**src/source/bru_macros.svh**
```systemverilog
`ifndef BRU_MACROS_SVH
`define BRU_MACROS_SVH

// btb geometry
`define BRU_BTB_SETS 16
`define BRU_BTB_IDX_W 4
`define BRU_BTB_TAG_W (30 - `BRU_BTB_IDX_W) // word pc bits above the index

// id widths shared with the rob and rename
`define BRU_ROB_W 6
`define BRU_REG_W 6

`endif

```
**src/source/branch_pkg.sv**
```systemverilog
`include "bru_macros.svh"

package branch_pkg;

    typedef logic [29:0] word_pc_t; // byte pc without bits 1:0

    typedef enum logic [1:0] {
        BK_COND = 2'd0,
        BK_CALL = 2'd1,
        BK_JUMP = 2'd2,
        BK_RET  = 2'd3
    } branch_kind_t;

    // funct3 encodings of the conditional branches
    typedef enum logic [2:0] {
        BEQ  = 3'b000,
        BNE  = 3'b001,
        BLT  = 3'b100,
        BGE  = 3'b101,
        BLTU = 3'b110,
        BGEU = 3'b111
    } bnch_cond_t;

    typedef logic [`BRU_ROB_W-1:0] rob_id_t;
    typedef logic [`BRU_REG_W-1:0] reg_id_t;

endpackage

```
**src/source/btb_pkg.sv**
```systemverilog
`include "bru_macros.svh"

package btb_pkg;

    import branch_pkg::*;

    typedef logic [1:0] bm_cntr_t; // msb set means predict taken
    typedef logic       btb_way_t;

    parameter bm_cntr_t BM_INIT = 2'd2; // weakly taken

    typedef struct packed {
        logic                      valid;
        logic [`BRU_BTB_TAG_W-1:0] tag;
        word_pc_t                  target;
        branch_kind_t              kind;
        bm_cntr_t                  cntr;
    } btb_entry_t;

endpackage

```
**src/source/btb.sv**
```systemverilog
`timescale 1ns/1ps
`include "bru_macros.svh"

module btb import branch_pkg::*, btb_pkg::*; #(
    parameter int SETS = `BRU_BTB_SETS
) (
    input  logic         cpu_clock_i,
    input  logic         rst_n_i,
    input  word_pc_t     lookup_pc_i,
    input  word_pc_t     upd_pc_i,
    input  word_pc_t     upd_target_i,
    input  branch_kind_t upd_kind_i,
    input  logic         upd_taken_i,
    input  btb_way_t     upd_way_i,
    input  logic         upd_hit_i,
    input  logic         upd_alloc_i,
    input  logic         upd_bm_mod_i,
    input  bm_cntr_t     upd_cntr_i,

    output logic         hit_o,
    output btb_way_t     hit_way_o,
    output word_pc_t     target_o,
    output branch_kind_t kind_o,
    output bm_cntr_t     cntr_o
);

    localparam int IDX_W = $clog2(SETS);

    btb_entry_t                mem_q [2][SETS];
    logic                      lru_q [SETS]; // way to replace next
    logic [IDX_W-1:0]          l_idx;
    logic [`BRU_BTB_TAG_W-1:0] l_tag;
    btb_entry_t                e0;
    btb_entry_t                e1;
    logic                      hit0;
    logic                      hit1;
    logic [IDX_W-1:0]          u_idx;
    logic [`BRU_BTB_TAG_W-1:0] u_tag;
    btb_way_t                  alloc_way;
    bm_cntr_t                  cntr_nxt;

    // lookup
    assign l_idx = lookup_pc_i[IDX_W-1:0];
    assign l_tag = lookup_pc_i[29 -: `BRU_BTB_TAG_W];
    assign e0    = mem_q[0][l_idx];
    assign e1    = mem_q[1][l_idx];
    assign hit0  = e0.valid && (e0.tag == l_tag);
    assign hit1  = e1.valid && (e1.tag == l_tag);

    assign hit_o     = hit0 || hit1;
    assign hit_way_o = !hit0;
    assign target_o  = hit0 ? e0.target : e1.target;
    assign kind_o    = hit0 ? e0.kind : e1.kind;
    assign cntr_o    = hit0 ? e0.cntr : e1.cntr;

    // update
    assign u_idx = upd_pc_i[IDX_W-1:0];
    assign u_tag = upd_pc_i[29 -: `BRU_BTB_TAG_W];

    always_comb begin
        if (upd_hit_i)
            alloc_way = upd_way_i;
        else if (!mem_q[0][u_idx].valid)
            alloc_way = 1'b0;
        else if (!mem_q[1][u_idx].valid)
            alloc_way = 1'b1;
        else
            alloc_way = lru_q[u_idx];
    end

    always_comb begin
        if (upd_taken_i)
            cntr_nxt = (upd_cntr_i == 2'd3) ? upd_cntr_i : upd_cntr_i + 2'd1;
        else
            cntr_nxt = (upd_cntr_i == 2'd0) ? upd_cntr_i : upd_cntr_i - 2'd1;
    end

    always_ff @(posedge cpu_clock_i) begin
        if (!rst_n_i) begin
            for (int s = 0; s < SETS; s++) begin
                mem_q[0][s].valid <= 1'b0;
                mem_q[1][s].valid <= 1'b0;
                lru_q[s]          <= 1'b0;
            end
        end else if (upd_alloc_i) begin // fresh entry starts weakly taken
            mem_q[alloc_way][u_idx] <= '{valid: 1'b1, tag: u_tag, target: upd_target_i,
                                         kind: upd_kind_i, cntr: BM_INIT};
            lru_q[u_idx]            <= !alloc_way;
        end else if (upd_bm_mod_i) begin
            mem_q[upd_way_i][u_idx].cntr <= cntr_nxt;
            lru_q[u_idx]                 <= !upd_way_i;
        end
    end

    // both requests come from one hit, so they must name the same way
    assert property (@(posedge cpu_clock_i) disable iff (!rst_n_i)
        (upd_alloc_i && upd_bm_mod_i) |-> (upd_hit_i && alloc_way == upd_way_i));

endmodule

```
**src/source/branch_unit.sv**
```systemverilog
`timescale 1ns/1ps

module branch_unit import branch_pkg::*, btb_pkg::*; (
    input  logic         cpu_clock_i,
    input  logic         rst_n_i,
    input  logic         flush_i,
    input  logic         valid_i,
    input  logic [31:0]  operand_1_i,
    input  logic [31:0]  operand_2_i,
    input  logic [31:0]  offset_i,
    input  word_pc_t     pc_i,
    input  logic         auipc_i,
    input  logic         call_i,
    input  logic         ret_i,
    input  logic         jal_i,
    input  logic         jalr_i,
    input  bnch_cond_t   bnch_cond_i,
    input  rob_id_t      rob_id_i,
    input  reg_id_t      dest_i,
    // lookup result for pc_i
    input  logic         btb_vld_i,
    input  btb_way_t     btb_way_i,
    input  word_pc_t     btb_target_i,
    input  branch_kind_t btype_i,
    input  bm_cntr_t     bm_pred_i,

    output logic [31:0]  result_o,
    output logic         wb_valid_o,
    output reg_id_t      wb_dest_o,
    output logic         res_valid_o,
    output rob_id_t      rob_o,
    output logic         rcu_excp_o,
    output word_pc_t     c1_btb_vpc_o,
    output word_pc_t     c1_btb_target_o,
    output bm_cntr_t     c1_cntr_pred_o,
    output logic         c1_bnch_tkn_o,
    output branch_kind_t c1_bnch_type_o,
    output btb_way_t     c1_btb_way_o,
    output logic         c1_btb_hit_o,
    output logic         c1_btb_alloc_o,
    output logic         c1_btb_bm_mod_o,
    output logic         c1_call_affirm_o,
    output logic         c1_ret_affirm_o
);

    logic         eq;
    logic         gt_31;
    logic         sgt;
    logic         ugt;
    logic         cmp_res;
    branch_kind_t kind;
    logic         is_cond;
    logic         taken;
    logic [31:0]  tgt_base;
    logic [31:0]  tgt_add;
    logic [31:0]  target;
    logic         accept;
    logic         hit_ok;
    logic         mispredict;

    assign eq    = operand_1_i == operand_2_i;
    assign gt_31 = operand_1_i[30:0] > operand_2_i[30:0];

    // on differing signs the sign bits alone decide
    assign sgt = (operand_1_i[31] == operand_2_i[31]) ? gt_31 : !operand_1_i[31];
    assign ugt = (operand_1_i[31] == operand_2_i[31]) ? gt_31 : operand_1_i[31];

    always_comb begin
        case (bnch_cond_i)
            BEQ:     cmp_res = eq;
            BNE:     cmp_res = !eq;
            BLT:     cmp_res = !(sgt | eq);
            BGE:     cmp_res = sgt | eq;
            BLTU:    cmp_res = !(ugt | eq);
            BGEU:    cmp_res = ugt | eq;
            default: cmp_res = 1'b0;
        endcase
    end

    always_comb begin
        if (call_i)
            kind = BK_CALL;
        else if (ret_i)
            kind = BK_RET;
        else if (jal_i || jalr_i)
            kind = BK_JUMP;
        else
            kind = BK_COND;
    end

    assign is_cond = !auipc_i && (kind == BK_COND);
    assign taken   = is_cond ? cmp_res : !auipc_i;

    assign tgt_base = jalr_i ? operand_1_i : {pc_i, 2'b00};
    assign tgt_add  = (jal_i || jalr_i || (is_cond && cmp_res)) ? offset_i : 32'd4;
    assign target   = tgt_base + tgt_add;

    assign accept = valid_i && !flush_i;
    assign hit_ok = btb_vld_i && (btb_target_i == target[31:2]) && (btype_i == kind);

    assign mispredict = (!btb_vld_i && taken) ||
                        (btb_vld_i && btb_target_i != target[31:2]) ||
                        (btb_vld_i && btype_i != kind) ||
                        (btb_vld_i && is_cond && (bm_pred_i[1] != cmp_res));

    always_ff @(posedge cpu_clock_i) begin
        if (!rst_n_i) begin
            res_valid_o      <= 1'b0;
            wb_valid_o       <= 1'b0;
            rcu_excp_o       <= 1'b0;
            c1_btb_alloc_o   <= 1'b0;
            c1_btb_bm_mod_o  <= 1'b0;
            c1_call_affirm_o <= 1'b0;
            c1_ret_affirm_o  <= 1'b0;
        end else begin
            res_valid_o      <= accept;
            wb_valid_o       <= accept && (auipc_i || jal_i || jalr_i) && (dest_i != '0);
            rcu_excp_o       <= accept && !auipc_i && mispredict;
            c1_btb_alloc_o   <= accept && taken && !hit_ok;
            c1_btb_bm_mod_o  <= accept && is_cond && btb_vld_i;
            c1_call_affirm_o <= accept && call_i && hit_ok;
            c1_ret_affirm_o  <= accept && ret_i && hit_ok;
        end
    end

    // payload and training record
    always_ff @(posedge cpu_clock_i) begin
        result_o        <= auipc_i ? {pc_i, 2'b00} + offset_i : {pc_i + 30'd1, 2'b00};
        wb_dest_o       <= dest_i;
        rob_o           <= rob_id_i;
        c1_btb_vpc_o    <= pc_i;
        c1_btb_target_o <= target[31:2];
        c1_cntr_pred_o  <= bm_pred_i;
        c1_bnch_tkn_o   <= taken;
        c1_bnch_type_o  <= kind;
        c1_btb_way_o    <= btb_way_i;
        c1_btb_hit_o    <= btb_vld_i;
    end

    // an affirmed call or return never mispredicts
    assert property (@(posedge cpu_clock_i) disable iff (!rst_n_i)
        (c1_call_affirm_o || c1_ret_affirm_o) |-> !rcu_excp_o);

    // every new btb entry follows a misprediction
    assert property (@(posedge cpu_clock_i) disable iff (!rst_n_i)
        c1_btb_alloc_o |-> rcu_excp_o);

endmodule

```
**src/source/bru_top.sv**
```systemverilog
`timescale 1ns/1ps

module bru_top import branch_pkg::*, btb_pkg::*; (
    input  logic        cpu_clock_i,
    input  logic        rst_n_i,
    input  logic        valid_i,
    input  logic        flush_i,
    input  logic [31:0] operand_1_i,
    input  logic [31:0] operand_2_i,
    input  logic [31:0] offset_i,
    input  word_pc_t    pc_i,
    input  logic        auipc_i,
    input  logic        call_i,
    input  logic        ret_i,
    input  logic        jal_i,
    input  logic        jalr_i,
    input  bnch_cond_t  bnch_cond_i,
    input  rob_id_t     rob_id_i,
    input  reg_id_t     dest_i,

    output logic [31:0] result_o,
    output logic        wb_valid_o,
    output reg_id_t     wb_dest_o,
    output logic        res_valid_o,
    output rob_id_t     rob_o,
    output logic        rcu_excp_o,
    output logic        call_affirm_o,
    output logic        ret_affirm_o
);

    // lookup in the same cycle as issue
    logic         btb_hit;
    btb_way_t     btb_way;
    word_pc_t     btb_target;
    branch_kind_t btb_kind;
    bm_cntr_t     btb_cntr;

    // training record that the btb writes at the next edge
    word_pc_t     c1_vpc;
    word_pc_t     c1_target;
    bm_cntr_t     c1_cntr;
    logic         c1_taken;
    branch_kind_t c1_kind;
    btb_way_t     c1_way;
    logic         c1_hit;
    logic         c1_alloc;
    logic         c1_bm_mod;

    btb u_btb (
        .cpu_clock_i  (cpu_clock_i),
        .rst_n_i      (rst_n_i),
        .lookup_pc_i  (pc_i),
        .upd_pc_i     (c1_vpc),
        .upd_target_i (c1_target),
        .upd_kind_i   (c1_kind),
        .upd_taken_i  (c1_taken),
        .upd_way_i    (c1_way),
        .upd_hit_i    (c1_hit),
        .upd_alloc_i  (c1_alloc),
        .upd_bm_mod_i (c1_bm_mod),
        .upd_cntr_i   (c1_cntr),
        .hit_o        (btb_hit),
        .hit_way_o    (btb_way),
        .target_o     (btb_target),
        .kind_o       (btb_kind),
        .cntr_o       (btb_cntr)
    );

    branch_unit u_branch_unit (
        .cpu_clock_i      (cpu_clock_i),
        .rst_n_i          (rst_n_i),
        .flush_i          (flush_i),
        .valid_i          (valid_i),
        .operand_1_i      (operand_1_i),
        .operand_2_i      (operand_2_i),
        .offset_i         (offset_i),
        .pc_i             (pc_i),
        .auipc_i          (auipc_i),
        .call_i           (call_i),
        .ret_i            (ret_i),
        .jal_i            (jal_i),
        .jalr_i           (jalr_i),
        .bnch_cond_i      (bnch_cond_i),
        .rob_id_i         (rob_id_i),
        .dest_i           (dest_i),
        .btb_vld_i        (btb_hit),
        .btb_way_i        (btb_way),
        .btb_target_i     (btb_target),
        .btype_i          (btb_kind),
        .bm_pred_i        (btb_cntr),
        .result_o         (result_o),
        .wb_valid_o       (wb_valid_o),
        .wb_dest_o        (wb_dest_o),
        .res_valid_o      (res_valid_o),
        .rob_o            (rob_o),
        .rcu_excp_o       (rcu_excp_o),
        .c1_btb_vpc_o     (c1_vpc),
        .c1_btb_target_o  (c1_target),
        .c1_cntr_pred_o   (c1_cntr),
        .c1_bnch_tkn_o    (c1_taken),
        .c1_bnch_type_o   (c1_kind),
        .c1_btb_way_o     (c1_way),
        .c1_btb_hit_o     (c1_hit),
        .c1_btb_alloc_o   (c1_alloc),
        .c1_btb_bm_mod_o  (c1_bm_mod),
        .c1_call_affirm_o (call_affirm_o), // to the return stack outside
        .c1_ret_affirm_o  (ret_affirm_o)
    );

endmodule

```
**config.mk**
```make
export PLATFORM = sky130hd
export DESIGN_NAME = bru_top
export DESIGN_NICKNAME = d
export VERILOG_FILES = /design/src/source/branch_pkg.sv /design/src/source/btb_pkg.sv /design/src/source/btb.sv /design/src/source/branch_unit.sv /design/src/source/bru_top.sv
export VERILOG_INCLUDE_DIRS = /design/src /design/src/source
export SDC_FILE = /design/constraint.sdc
export NUM_CORES = 2
export LEC_CHECK = 0
export BUFFER_PORTS_ARGS = -buffer_cell sky130_fd_sc_hd__buf_2
export CORE_MARGIN = 1.5
export CORE_UTILIZATION = 50
export CTS_BUF_LIST = sky130_fd_sc_hd__clkbuf_4
export CTS_CLUSTER_DIAMETER = 120
export DETAILED_ROUTE_END_ITERATION = 7
export PLACE_DENSITY = 0.66
export SETUP_SLACK_MARGIN = 0.4
export SYNTH_ARGS = -nofsm -noshare
export SYNTH_HDL_FRONTEND = slang
export SYNTH_SLANG_ARGS = --single-unit
```
**constraint.sdc**
```tcl
create_clock -name cpu_clock_i -period 6.8 [get_ports cpu_clock_i]
set_input_delay 0.68 -clock cpu_clock_i [delete_from_list [all_inputs] [get_ports cpu_clock_i]]
set_output_delay 0.68 -clock cpu_clock_i [all_outputs]
set_load 0.03 [all_outputs]
```
# --- After elaboration in Yosys (flattened, before gate mapping) ---
# Memories as Yosys holds them, arrays and structs flattened. A register that Yosys moved wholly into a read port is not among the register bits.
# Cells that the tools add are included.
# Widths: inputs -> output; s select.
op_classes:
  muxes: 55
  n_mul: 0
  div: 0
  n_eq_ne: 15
  addsub: 5
  order_cmp: 4
  bitwise: 5
  shifts: 0
  reduce_logical: 51
op_table:
  columns: ["cell", "n"]
  rows:
  - ["$mux 976", 6]
  - ["$reduce_or 976->1", 2]
  - ["$bmux 61 s4", 4]
  - ["$mux 61", 9]
  - ["$demux 61 s4", 2]
  - ["$mux 32", 3]
  - ["$add 32x32->32", 2]
  - ["$eq 26x26->1", 2]
  - ["$eq 32x32->1", 1]
  - ["$gt 31x31->1", 1]
  - ["$add 30x1->30 const B", 1]
  - ["$eq 30x30->1", 1]
  - ["$mux 30", 1]
  - ["$ne 30x30->1", 1]
  - ["$logic_and 1x1->1", 25]
  - ["$mux 1", 19]
  - ["$mux 2", 9]
  - ["$eq 3x3->1 const B", 4]
  - ["$logic_not 1->1", 11]
  - ["$ge 5x5->1 const B", 2]
  - ["$not 4->5", 2]
  - ["$logic_or 1x1->1", 8]
  - ["$pmux 1 s6", 1]
  - ["$reduce_bool 6->1", 1]
  - ["14 further kinds", 17]
word_totals:
  out_inout_bits: 49
  mem_count: 2
  mem_bits_ro: 0
  latchBits: 0
  regBits: 118
  input_bits: 150
  wordCells: 155
  ramBits: 1968
mem_list:
  columns: ["memory", "words", "word_bits", "read_ports", "rd_ports_with_merged_regs", "write_ports", "line_no", "rtl"]
  rows:
  - ["u_btb.mem_q", 2, 976, 2, 0, 2, "btb.sv:29", "btb_entry_t mem_q [2][SETS];"]
  - ["u_btb.lru_q", 16, 1, 1, 1, 16, "btb.sv:30", "logic lru_q [SETS];"]

# --- Logic depth before layout (Yosys ltp) ---
depth:
  word_depth: 16
  mapped_depth: 28
  depth_no_buf: 26

# --- Hierarchy ---
# From an unflattened synthesis, not the netlist that was laid out.
unflattened:
  hier_cells: 4354
  area_unflattened_um2: 85438.2
by_module_without_submodules:
  columns: ["mod", "seq_area_each_um2", "cells_each", "area_per_inst_um2", "n_inst"]
  rows:
  - ["btb", 58616.2, 3328, 76684.8, 1]
  - ["branch_unit", 2362.3, 1026, 8753.4, 1]

# --- Worst setup path after synthesis ---
# OpenSTA, ideal clock, no wires.
synth_timing:
  path_type: "input-to-reg"
  startpoint: "input port operand_2_i[29]"
  endpoint: "register u_branch_unit.c1_btb_alloc_o"
  n_path_buf: 1
  setup_ps: 127
  t_required_ps: 6673
  path_slack_ps: 501
  t_arrival_ps: 6172
  stages: 26
  cell_sequence: "inv_1 > ha_1 > nand4_1 > nor4_1 > a221oi_1 > o211ai_1 > a221oi_1 > nor3_1 > mux2i_1 > nor2_1 > clkbuf_1 > or2_2 > ha_1 > o21ai_0 > a22o_1 > o21ai_1 > a211o_1 > a211oi_2 > o21ai_1 > xnor2_2 > nor2_1 > a2111oi_0 > o2111ai_1 > or4_1 > a21oi_2 > a31oi_1"
synth_via:
  elab_chain_len: 14
  elab_cells_between_ends: 21
  classes_between: "add/sub (1); order compare (1); eq/ne (2); mux (5); bitwise (2); reduce/logical (10)"
synth_rtl:
  columns: ["item", "line_no", "rtl"]
  rows:
  - ["start, declared", "bru_top.sv:9", "input logic [31:0] operand_2_i,"]
  - ["$gt 31x31->1", "branch_unit.sv:62", "assign gt_31 = operand_1_i[30:0] > operand_2_i[30:0];"]
  - ["$mux 1, on equally long branches", "branch_unit.sv:66, branch_unit.sv:65", null]
  - ["$or 1x1->1, on equally long branches", null, null]
  - ["$logic_not 1->1, on equally long branches", "branch_unit.sv:74, branch_unit.sv:72", null]
  - ["$pmux 1 s6 (*)", "branch_unit.sv:69", "case (bnch_cond_i)"]
  - ["$logic_and 1x1->1", "branch_unit.sv:95", "assign tgt_add = (jal_i || jalr_i || (is_cond && cmp_res)) ? offset_i : 32'd4;"]
  - ["$logic_or 1x1->1", "branch_unit.sv:95", null]
  - ["$mux 32", "branch_unit.sv:95", null]
  - ["$add 32x32->32", "branch_unit.sv:96", "assign target = tgt_base + tgt_add;"]
  - ["$eq 30x30->1", "branch_unit.sv:99", "assign hit_ok = btb_vld_i && (btb_target_i == target[31:2]) && (btype_i == kind);"]
  - ["$logic_and 1x1->1 (2 in a row)", "branch_unit.sv:99", null]
  - ["$logic_not 1->1", "branch_unit.sv:119", "c1_btb_alloc_o <= accept && taken && !hit_ok;"]
  - ["$logic_and 1x1->1 (*)", "branch_unit.sv:119", null]
  - ["end signal, assigned", "branch_unit.sv:119", null]
  - ["end, declared", "branch_unit.sv:40", "output logic c1_btb_alloc_o,"]
# Mark *: on every way between the ends. The rest lies on a longest branch, timed or not.
# A chain may end at the register's enable or synchronous reset.

# --- Final worst setup path ---
layout_timing:
  startpoint: "input port operand_1_i[29]"
  endpoint: "register u_branch_unit.rcu_excp_o"
layout_via:
  elab_chain_len: 15
  elab_cells_between_ends: 25
  classes_between: "add/sub (1); order compare (1); eq/ne (3); mux (6); bitwise (2); reduce/logical (12)"
layout_rtl:
  columns: ["item", "line_no", "rtl"]
  rows:
  - ["start, declared", "bru_top.sv:8", "input logic [31:0] operand_1_i,"]
  - ["$gt 31x31->1", "branch_unit.sv:62", null]
  - ["$mux 1, on equally long branches", "branch_unit.sv:66, branch_unit.sv:65", null]
  - ["$or 1x1->1, on equally long branches", null, null]
  - ["$logic_not 1->1, on equally long branches", "branch_unit.sv:74, branch_unit.sv:72", null]
  - ["$pmux 1 s6 (*)", "branch_unit.sv:69", null]
  - ["$logic_and 1x1->1 (*)", "branch_unit.sv:95", null]
  - ["$logic_or 1x1->1 (*)", "branch_unit.sv:95", null]
  - ["$mux 32 (*)", "branch_unit.sv:95", null]
  - ["$add 32x32->32 (*)", "branch_unit.sv:96", null]
  - ["via u_branch_unit.target[18]", "branch_unit.sv:56", "logic [31:0] target;"]
  - ["$ne 30x30->1 (*)", "branch_unit.sv:102", "(btb_vld_i && btb_target_i != target[31:2]) ||"]
  - ["$logic_and 1x1->1 (*)", "branch_unit.sv:102", null]
  - ["$logic_or 1x1->1 (*)", "branch_unit.sv:101", "assign mispredict = (!btb_vld_i && taken) ||"]
  - ["$logic_or 1x1->1 (*)", "branch_unit.sv:102", null]
  - ["$logic_or 1x1->1 (*)", "branch_unit.sv:103", "(btb_vld_i && btype_i != kind) ||"]
  - ["$logic_and 1x1->1 (*)", "branch_unit.sv:118", "rcu_excp_o <= accept && !auipc_i && mispredict;"]
  - ["end signal, assigned", "branch_unit.sv:118", null]
  - ["end, declared", "branch_unit.sv:32", "output logic rcu_excp_o,"]
# Mark *: on every way through the listed nets, which the timed path passes. The rest lies on a longest branch.

==> results.json <==
{
  "coreArea_um2": 167000,
  "p_leak_uw": 0.0334,
  "yosys_register_bits": 2086,
  "fraction_of_synthesis_flops_using_an_asynchronous_set_or_reset_pin": 0,
  "first_iter_violations": 6113,
  "cts.sink_count": 2086,
  "timing.max_cap.violations": 0,
  "run_status": "finished clean",
  "critPathMostFrequentCell": "sky130_fd_sc_hd__o21ai_0",
  "wl_mm": 247,
  "residual_overflow_from_global_routing": 0,
  "drc": 0,
  "post_synth_inst_count": 4256,
  "clock_insertion_delay_worst_skew_ns": 1.39,
  "antenna_violating_nets_post_route": 0,
  "via_per_inst": 6.20,
  "post_route_cells_drive_above_1_share": 0.354,
  "hold_viol": 0,
  "fin_skew_ns": 0.106,
  "ys_warn_count": 0,
  "vdd_drop_max_mv": 0.211,
  "floorplan.die.width_um": 413,
  "setup_violations": 0,
  "synthSimpleGateAreaFrac": 0.0355,
  "grt_pass1_wl_mm": 347,
  "grt_start_max_net_pins": 69,
  "synth-compound-area-share": 0.0298,
  "syn-mean-instance-area_um2": 19.8,
  "area_growth_pct": 15.4,
  "timing.final.crit_share": 0.888,
  "tightest_slew_ns": 1.34,
  "critPathKind": "input port to register",
  "initial_utilization": 0.504,
  "maxSlewViolCount": 0,
  "worst_path_max_delay_cell": "sky130_fd_sc_hd__a2111oi_0",
  "worstHoldPathType": "input port to register",
  "deepest_level_of_the_cts_h_tree": 6,
  "number_of_enable_flip_flop_cells_after_synthesis": 1920,
  "track_usage": 0.291,
  "critical_path.max_fanout": 5,
  "ctsLongestPathBuffers": 4,
  "power_per_cell_area_nw_per_um2": 288,
  "netlist_area_um2": 84200,
  "cts_buffers": 555,
  "floorplan.die.height_um": 413,
  "cts_tree": "built",
  "wire_per_inst_um": 31.9,
  "postLayoutSetupSlackWorst_ns": 0.760,
  "synth_xor_xnor_area_share": 0.0164,
  "critical-path-max-stage-delay_ns": 0.57,
  "floorplan.die_area_um2": 171000,
  "worst_slew_margin_rel": 0.106,
  "end_kind": "register",
  "preCtsSetupSlack_ns": -0.545,
  "clock-root-buffer": "sky130_fd_sc_hd__clkbuf_4",
  "drt_pre_antenna_iters": 5,
  "io_pins": 199,
  "synth_top_family_by_area": "multiplexers",
  "fp-row-count": 150,
  "ys_seq_area_frac": 0.724,
  "first_global_vias": 47700,
  "worst-endpoint-arrival_ns": 7.20,
  "detailed_place_hpwl_mm": 148,
  "vias": 48100,
  "startpoint_type": "input port",
  "synth_nets": 4497,
  "routabilityCongestion": 0.935,
  "synth.mux.area_fraction": 0.163,
  "power_uw": 28000,
  "worst_ep_required_time_ns": 7.96,
  "netlist-cell-type-count": 80,
  "numPortBuffers": 198,
  "rsz0062_at_grt": "no",
  "synth-main-ff-cell": "sky130_fd_sc_hd__edfxtp_1",
  "clock_slew_seen_by_the_registers_of_the_worst_setup_and_hold_paths_ns": 0.06,
  "final_net_count": 5390,
  "antenna_found_initial": 26,
  "synth_fa_ha_area_frac": 0.0136,
  "final_period_minus_worst_setup_slack_ns": 6.04,
  "achievable-frequency_mhz": 166
}
## path summary, 6_finish.rpt
kind	startpoint	endpoint	slack, ns	cells past startpoint
max	operand_1_i[29]	u_branch_unit.rcu_excp_o	0.76	28
min	operand_1_i[13]	u_branch_unit.c1_btb_target_o[11]	0.13	5
max reg2reg	u_branch_unit.c1_btb_vpc_o[1]	u_btb.mem_q[0][10]	1.81	10
min reg2reg	u_btb.lru_q[3]	u_btb.lru_q[3]	0.47	2
## layer usage
metal / up-vias / global-route usage / share of wire
li1: 19500 / - / -
met1: 25100 / 0.409 / 0.39
met2: 2972 / 0.441 / 0.46
met3: 462 / 0.0769 / 0.11
met4: 24 / 0.107 / 0.034
met5: - / 0 / 0.00057
## Yosys cell counts (17+ instances only)
master / number / area, µm²
sky130_fd_sc_hd__edfxtp_1: 1920 / 57700
sky130_fd_sc_hd__mux4_2: 549 / 12400
sky130_fd_sc_hd__dfxtp_1: 166 / 3320
sky130_fd_sc_hd__nand2_1: 135 / 507
sky130_fd_sc_hd__nor2_1: 124 / 465
sky130_fd_sc_hd__xnor2_1: 103 / 902
sky130_fd_sc_hd__mux2i_1: 100 / 1000
sky130_fd_sc_hd__and2_1: 97 / 607
sky130_fd_sc_hd__inv_1: 93 / 349
sky130_fd_sc_hd__ha_1: 90 / 1130
sky130_fd_sc_hd__clkbuf_1: 71 / 267
sky130_fd_sc_hd__nor2b_1: 65 / 407
sky130_fd_sc_hd__o21ai_0: 63 / 315
sky130_fd_sc_hd__buf_2: 60 / 300
sky130_fd_sc_hd__a21o_1: 53 / 398
sky130_fd_sc_hd__a21oi_1: 50 / 250
sky130_fd_sc_hd__nor3_1: 43 / 215
sky130_fd_sc_hd__xor2_1: 42 / 368
sky130_fd_sc_hd__nand3_1: 41 / 205
sky130_fd_sc_hd__buf_4: 34 / 255
sky130_fd_sc_hd__mux2_2: 33 / 372
sky130_fd_sc_hd__a22oi_1: 20 / 150
sky130_fd_sc_hd__a211oi_1: 17 / 128
sky130_fd_sc_hd__a31oi_1: 17 / 106
sky130_fd_sc_hd__buf_6: 17 / 191
## critical path: cells and delay by family
family	cells	cell delay, ns
AO/OA/AOI/OAI	13	2.83
AND/OR/NAND/NOR	7	1.85
buffers and inverters	4	0.76
adder cells (fa/ha/maj)	2	0.58
XOR/XNOR	1	0.27
multiplexers	1	0.22
## power breakdown
part,switching [µW],internal [µW]
clock,5080,5720
sequential,52.1,14500
combinational,1690,916
total,6820,21200
## placed cells by master, fill, tap and decap left out, types with 97 or more instances in the layout
cell and n:
sky130_fd_sc_hd__and2_1 97, sky130_fd_sc_hd__buf_2 194, sky130_fd_sc_hd__buf_4 214, sky130_fd_sc_hd__clkbuf_4 819, sky130_fd_sc_hd__dfxtp_1 166, sky130_fd_sc_hd__edfxtp_1 1920, sky130_fd_sc_hd__mux2i_1 100, sky130_fd_sc_hd__mux4_2 549
sky130_fd_sc_hd__nand2_1 135, sky130_fd_sc_hd__xnor2_1 103
## through the flow
step | area (µm²) | util | hold slack (ns) | instances | TNS (ns)
6_report | 97200 | 0.582 | 0.129 | 7753 | 0
5_1_grt | 97200 | 0.581 | 0.0683 | 7750 | 0
4_1_cts | 97200 | 0.581 | 0.00292 | 7742 | 0
3_5_place_dp | 89500 | 0.535 | 0.456 | 6710 | -2.11
3_3_place_gp | 89500 | 0.535 | 0.452 | 6710 | -1.55
2_1_floorplan | 84200 | - | 0.438 | 4256 | 0
## state kept, by name, indices dropped and copies added (netlist names), 2 cells and up
name,flops
u_branch_unit.rob_o,6
u_btb.mem_q,1952
u_branch_unit.result_o,32
u_branch_unit.c1_bnch_type_o,2
u_branch_unit.c1_btb_target_o,30
u_btb.lru_q,16
u_branch_unit.wb_dest_o,6
u_branch_unit.c1_cntr_pred_o,2
u_branch_unit.c1_btb_vpc_o,30
## layout make-up
| cell class | count | area, µm² |
|---|---|---|
| Fill cell | 12600 | 70000 |
| Inverter | 95 | 365 |
| Sequential cell | 2086 | 61000 |
| Antenna cell | 11 | 27.5 |
| Tap cell | 2204 | 2760 |
| Clock buffer | 819 | 6150 |
| Clock inverter | 127 | 658 |
| Multi-Input combinational cell | 1875 | 22000 |
| Timing Repair Buffer | 536 | 4260 |
## logic make-up after synthesis
logic type | count (synthesis)
AND/OR/NAND/NOR | 593
XOR/XNOR | 150
flip-flops | 2086
AO/OA/AOI/OAI | 358
multiplexers | 683
adder cells (fa/ha/maj) | 91
buffers and inverters | 295
## timing repair
action | in CTS | in global routing
hold buffers | 86 | 0
gates resized for setup | 0 | 1
endpoints found under the setup margin | 0 | 4
endpoints found under the hold margin | 102 | 0
buffers inserted | 0 | 0
No activity file was read; power rests on OpenSTA's default activity.
